===== src/vreg_pkg.sv =====
package vreg_pkg;

    // virtual register number, five bits cover the 32 per context
    typedef logic [4:0] vreg_addr_t;

    // physical register number
    typedef logic [6:0] preg_addr_t;

    typedef logic [31:0] word_t;

    // hardware context number
    typedef logic [1:0] ctx_t;

    // credit counter value, wide enough for the downstream queue
    typedef logic [3:0] credit_t;

    typedef enum logic [1:0] {
        st_idle,       // nothing presented, or waiting on downstream credits
        st_stall_free, // instruction wants an rd but the free list is empty
        st_send        // result presented on the output this cycle
    } rd_state_t;

    localparam int NUM_CTX     = 4;
    localparam int NUM_PREG    = 128;
    localparam int IN_DEPTH    = 4;   // input buffer entries and upstream credits
    localparam int OUT_CREDITS = 4;   // issue queue slots held after reset
    localparam int NUM_VREG    = 32;  // virtual registers per context

endpackage

===== src/rename_map.sv =====
`timescale 1ns/100ps

module rename_map #(
    parameter int NUM_CTX  = 4,
    parameter int NUM_PREG = 128
) (
    input  logic                 clk,
    input  logic                 rst_n,
    input  vreg_pkg::ctx_t       ctx,
    input  vreg_pkg::vreg_addr_t va_rs1,
    input  vreg_pkg::vreg_addr_t va_rs2,
    input  vreg_pkg::vreg_addr_t va_rd,
    input  logic                 alloc,
    input  logic                 release_valid,
    input  vreg_pkg::preg_addr_t release_preg,
    output vreg_pkg::preg_addr_t pa_rs1,
    output vreg_pkg::preg_addr_t pa_rs2,
    output vreg_pkg::preg_addr_t pa_rd_new,
    output logic                 free_empty
);
    localparam int NUM_VREG = vreg_pkg::NUM_VREG;
    localparam int PTR_W    = $clog2(NUM_PREG);
    localparam int CNT_W    = $clog2(NUM_PREG + 1);

    vreg_pkg::preg_addr_t map_q [NUM_CTX][NUM_VREG];
    vreg_pkg::preg_addr_t free_mem [NUM_PREG];
    logic [PTR_W-1:0]     head_q;
    logic [PTR_W-1:0]     tail_q;
    logic [CNT_W-1:0]     free_cnt_q;

    function automatic logic [PTR_W-1:0] next_ptr(input logic [PTR_W-1:0] ptr);
        return (ptr == PTR_W'(NUM_PREG - 1)) ? '0 : ptr + 1'b1;
    endfunction

    // sources see the mapping from before this cycle's rd update
    assign pa_rs1 = map_q[ctx][va_rs1];
    assign pa_rs2 = map_q[ctx][va_rs2];

    assign pa_rd_new  = free_mem[head_q];
    assign free_empty = (free_cnt_q == '0);

    always_ff @(posedge clk or negedge rst_n) begin
        if (!rst_n) begin
            for (int c = 0; c < NUM_CTX; c++) begin
                for (int v = 0; v < NUM_VREG; v++) begin
                    map_q[c][v] <= vreg_pkg::preg_addr_t'(c * NUM_VREG + v);
                end
            end
        end else if (alloc) begin
            map_q[ctx][va_rd] <= pa_rd_new;
        end
    end

    always_ff @(posedge clk) begin
        if (release_valid) begin
            free_mem[tail_q] <= release_preg;
        end
    end

    // every register is mapped after reset so the list starts empty
    always_ff @(posedge clk or negedge rst_n) begin
        if (!rst_n) begin
            head_q     <= '0;
            tail_q     <= '0;
            free_cnt_q <= '0;
        end else begin
            if (alloc) head_q <= next_ptr(head_q);
            if (release_valid) tail_q <= next_ptr(tail_q);
            free_cnt_q <= free_cnt_q + CNT_W'(release_valid) - CNT_W'(alloc);
        end
    end

endmodule


===== config.mk =====
export PLATFORM = sky130hd
export DESIGN_NAME = rename_map
export DESIGN_NICKNAME = d
export VERILOG_FILES = /design/src/vreg_pkg.sv /design/src/rename_map.sv
export SDC_FILE = /design/constraint.sdc
export NUM_CORES = 2
export LEC_CHECK = 0
export ABC_AREA = 1
export ABC_CLOCK_PERIOD_IN_PS = 2900
export BUFFER_PORTS_ARGS = -buffer_cell sky130_fd_sc_hd__buf_2
export CAP_MARGIN = 10
export CORE_ASPECT_RATIO = 0.8
export CORE_UTILIZATION = 40
export DETAILED_ROUTE_END_ITERATION = 7
export PLACE_DENSITY = 0.62
export SLEW_MARGIN = 20
export SYNTH_ARGS = -nofsm -noshare
export SYNTH_HDL_FRONTEND = slang
export SYNTH_SLANG_ARGS = --single-unit

===== constraint.sdc =====
create_clock -name clk -period 2.9 [get_ports clk]
set_clock_uncertainty 0.15 [all_clocks]
set_input_delay 0.29 -clock clk [delete_from_list [all_inputs] [get_ports clk]]
set_output_delay 0.29 -clock clk [all_outputs]
set_load 0.03 [all_outputs]

# Word level (Yosys, flattened, before mapping)
# Memories as Yosys holds them, arrays and structs flattened.
# Index checks and enable logic that the tools add are counted.
dict set report word_totals {
  ramBits 896
  latch_bits 0
  n_memories 1
  romBits 0
  regBits 918
  in_bits 28
}
# memory words word_bits read_ports rd_clocked_by_memory_dff wr line
set memory_table {}
lappend memory_table {free_mem 128 7 1 0 1 rename_map.sv:26} ;# vreg_pkg::preg_addr_t free_mem [NUM_PREG];
dict set report op_classes {
  div 0
  eq_ne 2
  mux 18
  bitwise 4
  multipliers 0
  magnitude_cmp 6
  reduce_logical 3
  shifts 0
  addsub 4
}
# op n
set ops {}
lappend ops {{896-bit bitwise mux} 1}
lappend ops {{224-bit two-way mux} 3}
lappend ops {{224-bit binary-select mux with 2-bit select} 1}
lappend ops {{224-bit demux with 2-bit select} 1}
lappend ops {{7-bit binary-select mux with 5-bit select} 2}
lappend ops {{7-bit two-way mux} 7}
lappend ops {{7-bit demux with 5-bit select} 1}
lappend ops {{6-bit greater-or-equal comparator (second input constant)} 3}
lappend ops {{5-bit inverter with 6-bit output} 3}
lappend ops {{7-bit by 1-bit adder with 7-bit output (second input constant)} 2}
lappend ops {{7-bit equality test (second input constant)} 2}
lappend ops {{8-bit by 1-bit adder with 8-bit output} 1}
lappend ops {{8-bit zero test} 1}
lappend ops {{8-bit by 1-bit subtractor with 8-bit output} 1}
lappend ops {{6-bit by 1-bit < comparator with 1-bit output (second input constant)} 1}
lappend ops {{3-bit greater-or-equal comparator (second input constant)} 1}
lappend ops {{3-bit by 1-bit < comparator with 1-bit output (second input constant)} 1}
lappend ops {{2-bit inverter with 3-bit output} 1}
lappend ops {{1-bit logical AND} 2}
lappend ops {{1-bit two-way mux} 2}

# Depth between registers and ports, before layout
dict set report logic_depth {
  ltp_word 8
  mapped_depth 20
  mapped_depth_nobuf 15
}

# Worst setup path after synthesis
# Ideal clock, no wire load.
dict set report synth_timing {
  path_type {register to output}
  from {register head_q[0]}
  to {output pa_rd_new[1]}
  n_path_buf 5
  path_stages_with_launch 14
  slack_ps 509
  required_time_ps 2460
  t_arrival_ps 1951
  path_cell_list {dfrtp_1 > buf_6 > inv_4 > buf_6 > buf_4 > buf_4 > nor2_1 > o211ai_1 > nand3_1 > nand2_1 > nand3_1 > nand2_1 > buf_2 > and2_1}
}
dict set report synth_via {
  elab_chain_cells 1
}
# element line
set synth_lines {}
lappend synth_lines {{start, declared} rename_map.sv:27} ;# logic [PTR_W-1:0] head_q;
lappend synth_lines {{start signal, assigned} rename_map.sv:67} ;# if (alloc) head_q <= next_ptr(head_q);
lappend synth_lines {{memory read 128 x 7 bit} -}
lappend synth_lines {{end, declared} rename_map.sv:18} ;# output vreg_pkg::preg_addr_t pa_rd_new,
# Every way passes these cells.

# Final worst setup path
dict set report layout_timing {
  from {register head_q[0]}
  to {output pa_rd_new[3]}
}
# Same word-level chain as after synthesis.

==> results.txt <==
In this run the power density over the cells is 989 nW/um2. The relative area change from synthesis to final layout is 22.8%. The final core utilization came out at 49.7%. The sequential-to-total area share from yosys stat is 58.6%. STA classifies the critical path endpoint as an output port.

The tree is rooted in a clkbuf_16. The TritonCTS clock tree is built. The maximum number of pins on one net before global-route repair came out at 116. The number of clock sinks seen by CTS came out at 1814. The initial antenna violation count came out at 7. The share of synthesized registers carrying an async set or reset came out at 50.6%. Sorting the synthesized cells by area gives the leading types as edfxtp_1 (31%), dfstp_2 (14%), dfrtp_1 (14%), nand2_1 (13%), nand3_1 (12%). The most area-hungry cell type in the Yosys netlist is edfxtp_1. The number of warnings printed during yosys synthesis came out at 0. The static leakage power came out at 45.8 nW. For this block, the routed nets add up to 321000 um of wire.

The placer's final routability congestion estimate is 1.01. The min-delay analysis places its worst path in the category input pin to flip-flop. For this run, the leading register cell type out of synthesis is edfxtp_1.

The netlist uses 36 different library cells. Registers are responsible for 32.9% of the overall power. The placed wire-length estimate after detailed placement came out at 209000 um. The flow ran to the end, but the final reports show violations. The count of maximum capacitance violations is 0.

The total of flip-flops plus latches after synthesis is 1814. The vertical die dimension came out at 417 um. The post-synthesis net count came out at 10000. The first-pass GRT wire length is 475000 um.

The worst voltage drop across the vdd grid is 1.03 mV. The transition time at the pin with the least slew margin is 1.06 ns. Among all cell types in the netlist, the one instantiated most often is nand2_1.

The effective utilization at floorplan came out at 40.5%. The register clock-pin slew on the reported worst setup and hold paths is 0.06 ns. The share of total power dissipated in the clock network is 23.6%. The cell area after synthesis is 86100 um2. The total CTS buffers is 187. The commonest cells after synthesis are nand2_1 (2988), nand3_1 (2040), nor2_1 (978). The share of layout cells above drive strength 1 is 20.8%. The total overflow left after global routing is 0.

Setup repair after global routing could not meet its margin everywhere. The setup path with the least slack is of type flip-flop to output port. The switching power as a share of total power came out at 41.8%.

The share of the synthesized area in the top cell type came out at 31.3%. The deepest level of the CTS H-tree came out at 4. The worst setup path is launched from a flip-flop. The via count of the first global-routing pass came out at 73500. The number of DRC violations after detailed-routing iteration 0 is 10900.

The required time of the critical path came out at 2.46 ns. The number of flops mapped to enable cells by yosys is 896. For this run, design rule violations remaining after detail routing come to 10. The routed length per placed instance is 23.9 um. The total iterations of the first detailed-routing run is 8. The number of nets with antenna violations after detailed routing is 0.

The die area came out at 217000 um2. No sink is reached through more buffers than the 3 on the longest clock path. The number of endpoints failing setup at the final stage came out at 775. After layout, the worst setup slack is -0.788 ns.

The final hold violation count came out at 0. The cell-internal power came out at 60.9 mW. The final-report max-slew violation count came to 0. The combinational share of power came out at 43.6%.

Timing would allow up to 271 MHz. The net count of the finished layout is 10500. The highest net fanout along the worst path came out at 29.

The final hold slack is 0.106 ns. The checks that failed: design-rule violations, negative setup slack. The top-level I/O count is 50. The instance count of the mapped netlist came out at 9985. The endpoint arrival time on the critical path came out at 3.25 ns. After floorplanning, the core was sized to cover 213000 um2.

The floorplan step set the die width to 521 um. The total net switching power is 43.7 mW. The floorplan has 151 rows. For the finished layout, the period the worst path requires is 3.69 ns. The share of the clock period used by the worst path after layout is 127%.

Global routing used 28.8% of the available tracks across all layers. The relative slew slack is 29.1%. In the routed layout, each cell is associated on average with a via count of 5.74. Buffers placed on the I/O ports in this run total 49. Clock latency on the worst-skew pair, taken at its later pin, is 0.85 ns. The synthesized area per cell is 8.62 um2. The routed layout has 77000 vias.
-- registers in the layout (all words and copies together), names as in the netlist --
register and count:
free_mem 896, map_q 896, head_q 7, tail_q 7, free_cnt_q 8
-- critical path, cell delays in order, from the launching register on --
cell,delay (ns)
dfrtp_4,0.54
clkinv_8,0.15
buf_16,0.19
buf_12,0.14
clkbuf_16,0.21
nand2_1,0.09
nand3_1,0.05
and3_1,0.20
nor2_4,0.18
nand2_2,0.10
nand3_4,0.10
nand3_4,0.10
and2_4,0.20
buf_6,0.15
-- cells by family after synthesis --
kind of cell	after synthesis	share of synthesized area (%)
flops	1814	58.6
simple gates	6090	29.8
compound gates	731	4.74
buf+inv	1327	6.52
fa+ha+maj	14	0.212
xor+xnor	9	0.0916
-- layout by cell type (no fill, tap or decap), types with 46 or more instances in the layout --
cell	n
a21oi_1	211
clkbuf_1	46
nor2_1	937
a21oi_2	84
inv_1	694
clkbuf_16	201
dfstp_2	448
buf_12	165
nand2_2	66
dfrtp_1	467
edfxtp_1	896
buf_4	556
nand3_2	245
nand2_4	50
nand2_1	2872
buf_6	47
a22oi_1	124
o21ai_1	61
nand3_4	59
nand3_1	1738
o21ai_0	192
-- path summary, 6_finish.rpt --
| path | to | slack (ns) | start | cells past startpoint |
|---|---|---|---|---|
| min in group asynchronous | map_q[603]$_DFFE_PN0P_ | 0.54 | rst_n | 4 |
| worst max register to register | map_q[442]$_DFFE_PN0P_ | -0.23 | head_q[0]$_DFFE_PN0P_ | 16 |
| max in group asynchronous | map_q[198]$_DFFE_PN0P_ | 0.94 | rst_n | 4 |
| worst min register to register | map_q[449]$_DFFE_PN1P_ | 0.32 | map_q[449]$_DFFE_PN1P_ | 2 |
| worst max-delay path | pa_rd_new[3] | -0.79 | head_q[0]$_DFFE_PN0P_ | 13 |
| worst min-delay path | map_q[118]$_DFFE_PN1P_ | 0.11 | va_rd[2] | 7 |
-- metal layers --
metal  global-route usage (%)  part of all wire (%)
met1                     42.6                    42
met2                     40.5                    41
met3                     7.53                    13
met4                     9.78                   3.7
met5                        0                 0.012
-- what timing repair did --
item                                    CTS  global route
buffers inserted                         29            13
endpoints found under the setup margin  873           917
gates resized for setup                 724           122
hold endpoints to repair                772             0
gates cloned                             15            15
hold buffers                             12             0
pin swaps                               283            23
-- power by group through the flow --
stage / registers, mW / logic [mW] / clock network [mW]
after floorplan: 33.8 / 20.0 / 0
after global placement: 34.6 / 38.6 / 0
after detailed placement: 34.6 / 38.9 / 0
after CTS: 34.3 / 42.3 / 24.9
after global routing: 34.7 / 47.1 / 25.9
final: 34.4 / 45.6 / 24.6
-- cell type report --
type | instances | area, um2
Antenna cell | 3 | 7.51
Sequential cell | 1814 | 50400
Clock buffer | 257 | 5180
Tap cell | 2830 | 3540
Fill cell | 19400 | 107000
Timing Repair Buffer | 852 | 9630
Multi-Input combinational cell | 6844 | 33100
Inverter | 731 | 2770
Clock inverter | 94 | 1030
-- through the flow --
stage               TNS (ns)  worst slack (ns)  cell area [um2]  std cells  power, mW
floorplan                  0             0.509            86100       9985       53.8
detailed placement    -71.96            -0.270            94800      13000       73.5
global route         -136.35            -0.856           106000      13400        108
global placement      -59.53            -0.280            94800      13000       73.1
CTS                   -29.27            -0.782           105000      13400        101
finish                -67.90            -0.788           106000      13400        105
No activity file was read; power rests on OpenSTA's default activity.
