===== src/vreg_pkg.sv =====
package vreg_pkg;

    // virtual register number, five bits cover the 32 per context
    typedef logic [4:0] vreg_addr_t;

    // physical register number
    typedef logic [6:0] preg_addr_t;

    typedef logic [31:0] word_t;

    // hardware context number
    typedef logic [1:0] ctx_t;

    // credit counter value, wide enough for the downstream queue
    typedef logic [3:0] credit_t;

    typedef enum logic [1:0] {
        st_idle,       // nothing presented, or waiting on downstream credits
        st_stall_free, // instruction wants an rd but the free list is empty
        st_send        // result presented on the output this cycle
    } rd_state_t;

    localparam int NUM_CTX     = 4;
    localparam int NUM_PREG    = 128;
    localparam int IN_DEPTH    = 4;   // input buffer entries and upstream credits
    localparam int OUT_CREDITS = 4;   // issue queue slots held after reset
    localparam int NUM_VREG    = 32;  // virtual registers per context

endpackage

===== src/inst_fifo.sv =====
`timescale 1ns/100ps

module inst_fifo #(
    parameter int DEPTH = 4
) (
    input  logic                 clk,
    input  logic                 rst_n,
    input  logic                 in_valid,
    input  logic                 rs1_order,
    input  vreg_pkg::vreg_addr_t va_rs1,
    input  logic                 rs2_order,
    input  vreg_pkg::vreg_addr_t va_rs2,
    input  logic                 rd_order,
    input  vreg_pkg::vreg_addr_t va_rd,
    input  vreg_pkg::ctx_t       ctx,
    input  logic                 pop,
    output logic                 fifo_valid,
    output logic                 f_rs1_order,
    output vreg_pkg::vreg_addr_t f_va_rs1,
    output logic                 f_rs2_order,
    output vreg_pkg::vreg_addr_t f_va_rs2,
    output logic                 f_rd_order,
    output vreg_pkg::vreg_addr_t f_va_rd,
    output vreg_pkg::ctx_t       f_ctx,
    output logic                 in_credit
);
    localparam int PTR_W = (DEPTH > 1) ? $clog2(DEPTH) : 1;
    localparam int CNT_W = $clog2(DEPTH + 1);

    logic [PTR_W-1:0]     wr_ptr_q;
    logic [PTR_W-1:0]     rd_ptr_q;
    logic [CNT_W-1:0]     count_q;
    logic                 push;
    logic                 rs1_order_mem [DEPTH];
    logic                 rs2_order_mem [DEPTH];
    logic                 rd_order_mem  [DEPTH];
    vreg_pkg::vreg_addr_t va_rs1_mem    [DEPTH];
    vreg_pkg::vreg_addr_t va_rs2_mem    [DEPTH];
    vreg_pkg::vreg_addr_t va_rd_mem     [DEPTH];
    vreg_pkg::ctx_t       ctx_mem       [DEPTH];

    function automatic logic [PTR_W-1:0] next_ptr(input logic [PTR_W-1:0] ptr);
        return (ptr == PTR_W'(DEPTH - 1)) ? '0 : ptr + 1'b1;
    endfunction

    assign push       = in_valid && (count_q != CNT_W'(DEPTH)); // upstream credits keep this true
    assign fifo_valid = (count_q != '0);

    always_ff @(posedge clk) begin
        if (push) begin
            rs1_order_mem[wr_ptr_q] <= rs1_order;
            va_rs1_mem[wr_ptr_q]    <= va_rs1;
            rs2_order_mem[wr_ptr_q] <= rs2_order;
            va_rs2_mem[wr_ptr_q]    <= va_rs2;
            rd_order_mem[wr_ptr_q]  <= rd_order;
            va_rd_mem[wr_ptr_q]     <= va_rd;
            ctx_mem[wr_ptr_q]       <= ctx;
        end
    end

    always_ff @(posedge clk or negedge rst_n) begin
        if (!rst_n) begin
            wr_ptr_q  <= '0;
            rd_ptr_q  <= '0;
            count_q   <= '0;
            in_credit <= 1'b0;
        end else begin
            if (push) wr_ptr_q <= next_ptr(wr_ptr_q);
            if (pop) rd_ptr_q <= next_ptr(rd_ptr_q);
            count_q   <= count_q + CNT_W'(push) - CNT_W'(pop);
            in_credit <= pop; // one credit back per entry freed
        end
    end

    assign f_rs1_order = rs1_order_mem[rd_ptr_q];
    assign f_va_rs1    = va_rs1_mem[rd_ptr_q];
    assign f_rs2_order = rs2_order_mem[rd_ptr_q];
    assign f_va_rs2    = va_rs2_mem[rd_ptr_q];
    assign f_rd_order  = rd_order_mem[rd_ptr_q];
    assign f_va_rd     = va_rd_mem[rd_ptr_q];
    assign f_ctx       = ctx_mem[rd_ptr_q];

endmodule


===== config.mk =====
export PLATFORM = sky130hd
export DESIGN_NAME = inst_fifo
export DESIGN_NICKNAME = d
export VERILOG_FILES = /design/src/vreg_pkg.sv /design/src/inst_fifo.sv
export SDC_FILE = /design/constraint.sdc
export NUM_CORES = 1
export LEC_CHECK = 0
export BUFFER_PORTS_ARGS = -buffer_cell sky130_fd_sc_hd__buf_2
export CAP_MARGIN = 20
export CELL_PAD_IN_SITES_DETAIL_PLACEMENT = 0
export CELL_PAD_IN_SITES_GLOBAL_PLACEMENT = 1
export CORE_MARGIN = 2
export CORE_UTILIZATION = 30
export CTS_BUF_LIST = sky130_fd_sc_hd__clkbuf_16
export DETAILED_ROUTE_END_ITERATION = 8
export PLACE_DENSITY = 0.48
export SLEW_MARGIN = 20
export SYNTH_ARGS = -nofsm -noshare
export SYNTH_HDL_FRONTEND = slang
export SYNTH_SLANG_ARGS = --single-unit

===== constraint.sdc =====
create_clock -name clk -period 4 [get_ports clk]
set_input_delay 0.6 -clock clk [delete_from_list [all_inputs] [get_ports clk]]
set_output_delay 0.6 -clock clk [all_outputs]
set_load 0.1 [all_outputs]

---- Word-level counts from Yosys, hierarchy flattened ----
Memories as Yosys holds them, arrays and structs flattened.
Cells that the tools add are included.
cells by class
  $add $sub $neg .......................... 4
  equality and inequality tests ........... 3
  multiplexer cells ....................... 4
  reduce and logical (&&, ||, !) cells .... 2
operators with widths
  operator                                      count
  adder 2 x 1 -> 2 bit (second input constant)  2
  == test 2 bit (second input constant)         2
  2-to-1 mux 2 bit                              2
  adder 3 x 1 -> 3 bit                          1
  != test 3 bit (second input constant)         1
  nonzero test 3 bit                            1
  subtractor 3 x 1 -> 3 bit                     1
  2-to-1 mux 1 bit                              2
  logical AND 1 bit                             1
word-level totals
  register bits after elaboration ......... 8
  RAM bits ................................ 80
  input port bits ......................... 24
  output and inout port bits .............. 22
  word-level logic and storage cells ...... 24
  memories ................................ 7
memory list
  memory         words  bits a word  rd ports  clocked after Yosys merged registers in  write ports  line             source
  va_rd_mem      4      5            1         0                                        1            inst_fifo.sv:39  vreg_pkg::vreg_addr_t va_rd_mem [DEPTH];
  va_rs1_mem     4      5            1         0                                        1            inst_fifo.sv:37  vreg_pkg::vreg_addr_t va_rs1_mem [DEPTH];
  va_rs2_mem     4      5            1         0                                        1            inst_fifo.sv:38  vreg_pkg::vreg_addr_t va_rs2_mem [DEPTH];
  ctx_mem        4      2            1         0                                        1            inst_fifo.sv:40  vreg_pkg::ctx_t ctx_mem [DEPTH];
  rd_order_mem   4      1            1         0                                        1            inst_fifo.sv:36  logic rd_order_mem [DEPTH];
  rs1_order_mem  4      1            1         0                                        1            inst_fifo.sv:34  logic rs1_order_mem [DEPTH];
  +1 memories    n/a    n/a          n/a       n/a                                      n/a          n/a

---- Depth between registers and ports, before layout ----
Gate-level depths: netlist of run 1.
  depth after elaboration ................. 4
  depth in mapped cells ................... 10

---- Least setup slack after synthesis of run 1 ----
Ideal clock, no wire load.
  path type ............................... register -> register
  start point ............................. register count_q[1]
  end point ............................... register count_q[2]
  arrival ................................. 2.043 ns
  setup slack ............................. 1.835 ns
  cell stages (with the launch flop) ...... 11
  path buffers ............................ 1
  cell sequence ........................... dfrtp_1 -> or3b_1 -> buf_2 -> nand2_1 -> ha_1 -> inv_1 -> ha_1 -> inv_1 -> fa_1 -> xnor2_1 -> xnor2_1
on the way
  longest elaborated chain between the ends .. 4
RTL lines
  element                        line             source
  from (decl)                    inst_fifo.sv:32  logic [CNT_W-1:0] count_q;
  from (signal assigned)         inst_fifo.sv:70  count_q <= count_q + CNT_W'(push) - CNT_W'(pop);
  != test 3 bit                  inst_fifo.sv:46  assign push = in_valid && (count_q != CNT_W'(DEPTH));
  logical AND 1 bit              inst_fifo.sv:46
  adder 3 x 1 -> 3 bit (*)       inst_fifo.sv:70
  subtractor 3 x 1 -> 3 bit (*)  inst_fifo.sv:70
Every way passes the cells marked *; elsewhere a longest branch is shown, timed or not.
A chain may end at the register's enable or synchronous reset.

---- Worst setup path after layout of run 1 ----
  start point ............................. register rd_ptr_q[1]
  end point ............................... output port f_va_rs2[4]
on the way
  longest elaborated chain between the ends .. 1
RTL lines
  element                  line             source
  from (decl)              inst_fifo.sv:31  logic [PTR_W-1:0] rd_ptr_q;
  from (signal assigned)   inst_fifo.sv:69  if (pop) rd_ptr_q <= next_ptr(rd_ptr_q);
  memory read (4 x 5 bit)  n/a
  to (decl)                inst_fifo.sv:21  output vreg_pkg::vreg_addr_t f_va_rs2,
Every way passes these cells.

==> results of run 1 <==
layout make-up:
class                           instances  area share
Sequential cell                        88       0.646
Multi-Input combinational cell         48       0.177
Clock buffer                            9      0.0558
Timing Repair Buffer                   45      0.0558
Tap cell                              140      0.0434
Clock inverter                          7      0.0174
Inverter                                5     0.00465
registers in the layout, summed over array words and instances, names as in the netlist:
| name | flops |
|---|---|
| count_q | 3 |
| ctx_mem | 8 |
| in_credit | 1 |
| rd_order_mem | 4 |
| rd_ptr_q | 2 |
| rs1_order_mem | 4 |
| rs2_order_mem | 4 |
| va_rd_mem | 20 |
| va_rs1_mem | 20 |
| va_rs2_mem | 20 |
| wr_ptr_q | 2 |
metal layers:
layer / GRT usage / wire length, um / vias to the layer above
li1: - / - / 703
met1: 0.121 / 2500 / 826
met2: 0.191 / 3220 / 40
met3: 0.0350 / 259 / 8
met4: 0.0515 / 99 / 0
met5: 0 / 0 / -
cell usage in the layout, fill, tap and decap left out:
| master | synthesis | routed |
|---|---|---|
| bufinv_16 | 0 | 1 |
| clkinv_4 | 0 | 1 |
| edfxtp_1 | 80 | 80 |
| and3_2 | 0 | 4 |
| ha_1 | 7 | 7 |
| nand2_1 | 1 | 1 |
| nor4bb_1 | 2 | 2 |
| mux2_2 | 2 | 2 |
| nor2b_1 | 2 | 2 |
| a211o_1 | 2 | 2 |
| or3b_1 | 1 | 1 |
| clkbuf_16 | 0 | 9 |
| dfrtp_1 | 8 | 7 |
| and2_1 | 1 | 1 |
| xnor2_1 | 2 | 2 |
| mux4_2 | 20 | 20 |
| or3_1 | 1 | 1 |
| nor2_1 | 1 | 1 |
| dfrtp_2 | 0 | 1 |
| buf_2 | 2 | 45 |
| inv_6 | 0 | 2 |
| clkinv_2 | 0 | 2 |
| inv_1 | 5 | 6 |
| nor3b_1 | 1 | 1 |
| fa_1 | 1 | 1 |
cells in the mapped netlist (all sizes together):
cell / number
mux2: 2
nor3b: 1
nor2b: 2
xnor2: 2
edfxtp: 80
nor2: 1
a211o: 2
nor4bb: 2
and2: 1
and3: 4
nand2: 1
or3: 1
clkbuf: 1
dfrtp: 8
fa: 1
inv: 5
or3b: 1
buf: 4
ha: 7
mux4: 20
worst max-delay path, delay by kind of cell, from the launching register on:
kind,cells,cell delay (ps)
buffers and inverters,1,430
multiplexers,1,390
flip-flops,1,1020
stage by stage:
stage          hold slack (ps)  instance area [um2]  utilization  worst slack [ps]
6_report                   110                 4030        0.370              1220
5_1_grt                    109                 4030        0.370              1120
4_1_cts                    107                 4030        0.370              1150
3_5_place_dp               461                 3730        0.343              1510
3_3_place_gp               459                 3730        0.343              1550
2_1_floorplan              304                 3360            -              1830
final timing paths:
path                                         startpoint                      end  slack (ps)
worst min-delay path                              rst_n     count_q[2]$_DFF_PN0_         110
max in group asynchronous                         rst_n  rd_ptr_q[0]$_DFFE_PN0P_        3700
min in group clk                                    pop      in_credit$_DFF_PN0_         470
worst max-delay path            rd_ptr_q[1]$_DFFE_PN0P_              f_va_rs2[4]        1220
worst max register to register     count_q[1]$_DFF_PN0_     count_q[2]$_DFF_PN0_        1660
worst min register to register     count_q[2]$_DFF_PN0_     count_q[2]$_DFF_PN0_         530
cell families (layout without fill, tap and decap cells):
family / after synthesis / after routing / share of synthesized area
AOI/OAI and AO/OA: 2 / 2 / 0.00522
xor gates and xnor gates: 2 / 2 / 0.00522
adders and majority gates: 8 / 8 / 0.0320
buffers and inverters: 10 / 66 / 0.0142
DFF: 88 / 88 / 0.775
muxes: 22 / 22 / 0.141
and+or+nand+nor: 14 / 14 / 0.0279
==> results.txt, run 1 <==
Synth top area cells: edfxtp_1, mux4_2, dfrtp_1, ha_1, and3_1
Post-Syn Area: 3360 um2
Die X: 110 um
# hold bufs at CTS: 0
CP max FO: 22
Fmax: 360 MHz
Nets: 229
Fin crit share: 0.695
Layout area overhead: 20.0%
Synth Area per Inst: 23.0 um2
Post-synthesis cell type count: 21
Detail Placement HPWL: 3.76 mm
Least-Margin Pin Slew: 1030 ps
Die ar.: 12100 um2
Rel. slew slack: 0.310
Critical-path cell list: mux4_2 -> buf_2
CTS buffer count: 9
Crit path DAT: 2180 ps
Via count: 1577
GPL Wtd Cong: 0.631
Leading area contributor after synthesis: edfxtp_1
WL/cell: 17.8 um
# diodes: 0
H-tree lvl count: 3
Deepest clock path buffer count: 2
Vias per cell: 4.61
Clock Latency Late Sink: 330 ps
Worst hold path class: in2async
Setup-failing EPs final: 0
Final global-route overflow total: 0
Outcome: completed
Core area: 10900 um2
Critical path's slowest cell: dfrtp_1
Total Routed Length: 6.08 mm
Endpoint type of the worst setup path: output port
PostCTS Resize Cnt: 0
Synth warn: 0
Fin Setup TNS: 0 ps
Seq. cell area: 2600 um2
Yosys top cell area share: 0.715
Endpoints failing hold: 0
FF-to-FF path depth: 9
First-pass GRT wire length: 9.25 mm
Syn Inst Count: 146
Clock sinks: 88
I/O Pins: 46
Fillers: 988
Root cell of the clock tree: clkbuf_16
DRC violations left: 0
Minimum clock period after layout: 2780 ps
First-pass DRT Iterations: 4
Final antenna-violating net count: 0
Initial Util: 0.309
Layout cells sized above 1: 0.431
Multi-input gate area: 714 um2
DR iter-0 viols: 41
Max-slew violations: 0
Fin cells: 342
Critical Path Source Type: register
Dpl cells: 326
Sequential-to-total area share from yosys stat: 0.775
Vias in the first global route: 1718
Synth Register Bits: 88
Max_cap viols: 0
WS Path Type: reg2out
CTS tree: done
Setup Buffers After CTS: 0
Clock skew: 6.80 ps
RSZ-0062 raised after global routing: no
Clock slew at reported path FFs: 60 ps
FP Rows: 38
Critical Path RT: 3400 ps
Largest net degree at the start of global routing: 24
# port buffers: 45
Critical Path Max Stage Delay: 1020 ps
Initial antenna violation count: 0
Vert. Die Dim: 110 um
Synthesized netlist net count: 178
GRT Resource Usage Total: 0.110
Power of run 1 is not shown: default switching activity piles up to over one toggle a cycle in this logic, so the estimate is an artifact.
==> run 2, diff against run 1 <==
--- a/config.mk
+++ b/config.mk
@@ -5,6 +5,7 @@
 export SDC_FILE = /design/constraint.sdc
 export NUM_CORES = 1
 export LEC_CHECK = 0
+export ABC_AREA = 1
 export BUFFER_PORTS_ARGS = -buffer_cell sky130_fd_sc_hd__buf_2
 export CAP_MARGIN = 20
 export CELL_PAD_IN_SITES_DETAIL_PLACEMENT = 0
@@ -13,7 +14,7 @@
 export CORE_UTILIZATION = 30
 export CTS_BUF_LIST = sky130_fd_sc_hd__clkbuf_16
 export DETAILED_ROUTE_END_ITERATION = 8
-export PLACE_DENSITY = 0.48
+export PLACE_DENSITY = 0.51
 export SLEW_MARGIN = 20
 export SYNTH_ARGS = -nofsm -noshare
 export SYNTH_HDL_FRONTEND = slang
==> constraint.sdc (replaced) <==
create_clock -name clk -period 2.8 [get_ports clk]
set_input_delay 0.42 -clock clk [delete_from_list [all_inputs] [get_ports clk]]
set_output_delay 0.42 -clock clk [all_outputs]
set_load 0.1 [all_outputs]
==> run 2 against run 1 <==
Via count increased by 35%; critical path depth is 3 higher; sequential share of layout area down 8.4 points; clock skew fell by 2.7 ps; sequential cell count stayed put; routed wire length increased by 11%; critical path type unchanged; first-iteration DRC count rose by 110%; cell count rose by 44%; global-route usage up 0.34 points; worst hold slack better by 170 ps; final area rose by 15%; register-to-register slack lost 860 ps.
==> results.txt, run 2 <==
Outcome: completed (unchanged)
Met3 routed WL: 243 um (was 259 um)
Seq. cell area: 2600 um2 (unchanged)
WL/cell: 13.7 um (was 17.8 um)
Critical-path cell list: buf_4 -> nand2_1 -> o211ai_1 -> nand2_1 -> buf_12 (was mux4_2 -> buf_2)
Layout area overhead: 26.6% (was 20.0%)
Critical path's slowest cell: dfrtp_2 (was dfrtp_1)
First-pass GRT wire length: 10.8 mm (was 9.25 mm)
RSZ-0062 raised after global routing: no (unchanged)
Max_cap viols: 0 (unchanged)
Clock Latency Late Sink: 340 ps (was 330 ps)
Final global-route overflow total: 0 (unchanged)
DR iter-0 viols: 88 (was 41)
Nets: 374 (was 229)
Worst hold path class: in2reg (was in2async)
Least-Margin Pin Slew: 707 ps (was 1030 ps)
Synth Area per Inst: 12.7 um2 (was 23.0 um2)
Total Routed Length: 6.76 mm (was 6.08 mm)
Leading cell types by count after synthesis: edfxtp_1, nand2_1, inv_1 (was edfxtp_1, mux4_2, dfrtp_1)
Detail Placement HPWL: 4.32 mm (was 3.76 mm)
Layout cells sized above 1: 0.213 (was 0.431)
Vias in the first global route: 2114 (was 1718)
Initial antenna violation count: 0 (unchanged)
Critical Path Source Type: register (unchanged)
DR top layer: met4 (unchanged)
Largest net degree at the start of global routing: 44 (was 24)
Fin Setup TNS: 0 ps (unchanged)
Async SR Flop Fraction: 0.0909 (unchanged)
I/O Pins: 46 (unchanged)
Setup-failing EPs final: 0 (unchanged)
Final antenna-violating net count: 0 (unchanged)
Regs by FF count: va_rd_mem: 20 flops, va_rs1_mem: 20 flops, va_rs2_mem: 20 flops (unchanged)
Most frequent cells in the layout: edfxtp_1, nand2_1, inv_1 (was edfxtp_1, buf_2, mux4_2)
Endpoint type of the worst setup path: output port (unchanged)
CTS tree: done (unchanged)
Setup slack, reg-to-reg: 800 ps (was 1660 ps)
Syn Inst Count: 288 (was 146)
Rel. slew slack: 0.529 (was 0.310)
Top-count cell post-synth: edfxtp_1 (unchanged)
Multi-input gate area: 747 um2 (was 714 um2)
Synth top area cells: edfxtp_1, o211ai_1, nand2_1, inv_1, dfrtp_1 (was edfxtp_1, mux4_2, dfrtp_1, ha_1, and3_1)
Setup Buffers After CTS: 0 (unchanged)
Deepest clock path buffer count: 2 (unchanged)
Clock skew: 4.13 ps (was 6.80 ps)
GRT Resource Usage Total: 0.113 (was 0.110)
Fin crit share: 0.844
Sequential-to-total area share from yosys stat: 0.710 (was 0.775)
Endpoints failing hold: 0 (unchanged)
CTS buffer count: 9 (unchanged)
Initial Util: 0.306 (was 0.309)
Post-synthesis cell type count: 14 (was 21)
Yosys top cell area share: 0.656 (was 0.715)
Critical path's most frequent cell: nand2_1
Via count: 2126 (was 1577)
Met2 routed WL: 3.35 mm (was 3.22 mm)
Number of flops mapped to enable cells by yosys: 80 (unchanged)
Die ar.: 13100 um2 (was 12100 um2)
FP Rows: 40 (was 38)
First-pass DRT Iterations: 4 (unchanged)
Die X: 115 um (was 110 um)
Vert. Die Dim: 115 um (was 110 um)
# diodes: 0 (unchanged)
Clock slew at reported path FFs: 60 ps (about the same)
Critical Path RT: 2380 ps (was 3400 ps)
Minimum clock period after layout: 2360 ps
Synthesized netlist net count: 320 (was 178)
H-tree lvl count: 3 (unchanged)
DRC violations left: 0 (unchanged)
Synth warn: 0 (unchanged)
Fin util: 0.388 (was 0.370)
PostCTS Resize Cnt: 0 (unchanged)
Ys flop type: edfxtp_1 (unchanged)
Clock sinks: 88 (unchanged)
Core area: 12000 um2 (was 10900 um2)
Fmax: 423 MHz
GPL Wtd Cong: 0.694 (was 0.631)
Leading area contributor after synthesis: edfxtp_1 (unchanged)
CP max FO: 43 (was 22)
Vias per cell: 4.30 (was 4.61)
Post-Syn Area: 3660 um2 (was 3360 um2)
Root cell of the clock tree: clkbuf_16 (unchanged)
Crit path DAT: 1940 ps (was 2180 ps)
WS Path Type: reg2out (unchanged)
Critical Path Max Stage Delay: 820 ps (was 1020 ps)
# port buffers: 45 (unchanged)
Max-slew violations: 0 (unchanged)
Fillers: 1111 (was 988)
Synth Register Bits: 88 (unchanged)
Most common cell after layout, fill and taps aside: edfxtp_1 (unchanged)
M1 wire length: 2.96 mm (was 2.50 mm)
-- run 2: layout make-up --
class | count | area share
Sequential cell | 88 | 0.562
Multi-Input combinational cell | 133 | 0.161
Timing Repair Buffer | 56 | 0.132
Clock buffer | 9 | 0.0486
Inverter | 54 | 0.0437
Tap cell | 147 | 0.0397
Clock inverter | 7 | 0.0138
-- run 2: cells by family (layout without fill, tap and decap cells) --
group	after synthesis	after routing	synth area share
buf+inv	67	126	0.0885
flops	88	88	0.710
compound gates	43	43	0.0861
simple gates	82	82	0.0857
fa+ha+maj	8	8	0.0294
-- run 2: metrics by stage --
stage | cells | area, um2 | worst slack, ps | hold WS (ps)
5_1_grt | 494 | 4640 | 269 | 281
3_3_place_gp | 477 | 4340 | 777 | 286
4_1_cts | 494 | 4640 | 396 | 274
2_1_floorplan | 288 | 3660 | 879 | 124
3_5_place_dp | 477 | 4340 | 757 | 286
6_report | 494 | 4640 | 437 | 281
-- run 2: metal layers --
metal,up-vias,GRT usage
met5,-,0
met4,0,0.0715
met3,15,0.0244
met2,40,0.183
met1,986,0.138
li1,1085,-
-- run 2: worst paths after layout --
kind                                           endpoint  cells past startpoint                    start
worst min register to register     count_q[0]$_DFF_PN0_                      1     count_q[0]$_DFF_PN0_
worst min-delay path                in_credit$_DFF_PN0_                      1                      pop
min in group asynchronous          count_q[2]$_DFF_PN0_                      2                    rst_n
worst max register to register     count_q[2]$_DFF_PN0_                     10     count_q[1]$_DFF_PN0_
worst max-delay path                         f_rd_order                      5  rd_ptr_q[0]$_DFFE_PN0P_
max in group asynchronous       rd_ptr_q[0]$_DFFE_PN0P_                      2                    rst_n
-- run 2: critical path: cells and delay by family (launching register included) --
| kind | cells | cell delay (ps) |
|---|---|---|
| DFF | 1 | 820 |
| buffers and inverters | 2 | 500 |
| and+or+nand+nor | 2 | 190 |
| AOI/OAI and AO/OA | 1 | 80 |
-- run 2: timing repair --
action                                  in CTS  in global routing
hold endpoints to repair                     8                  0
hold buffers                                 1                  0
endpoints found under the setup margin       0                  0
Power of run 2 is left out for the same reason.
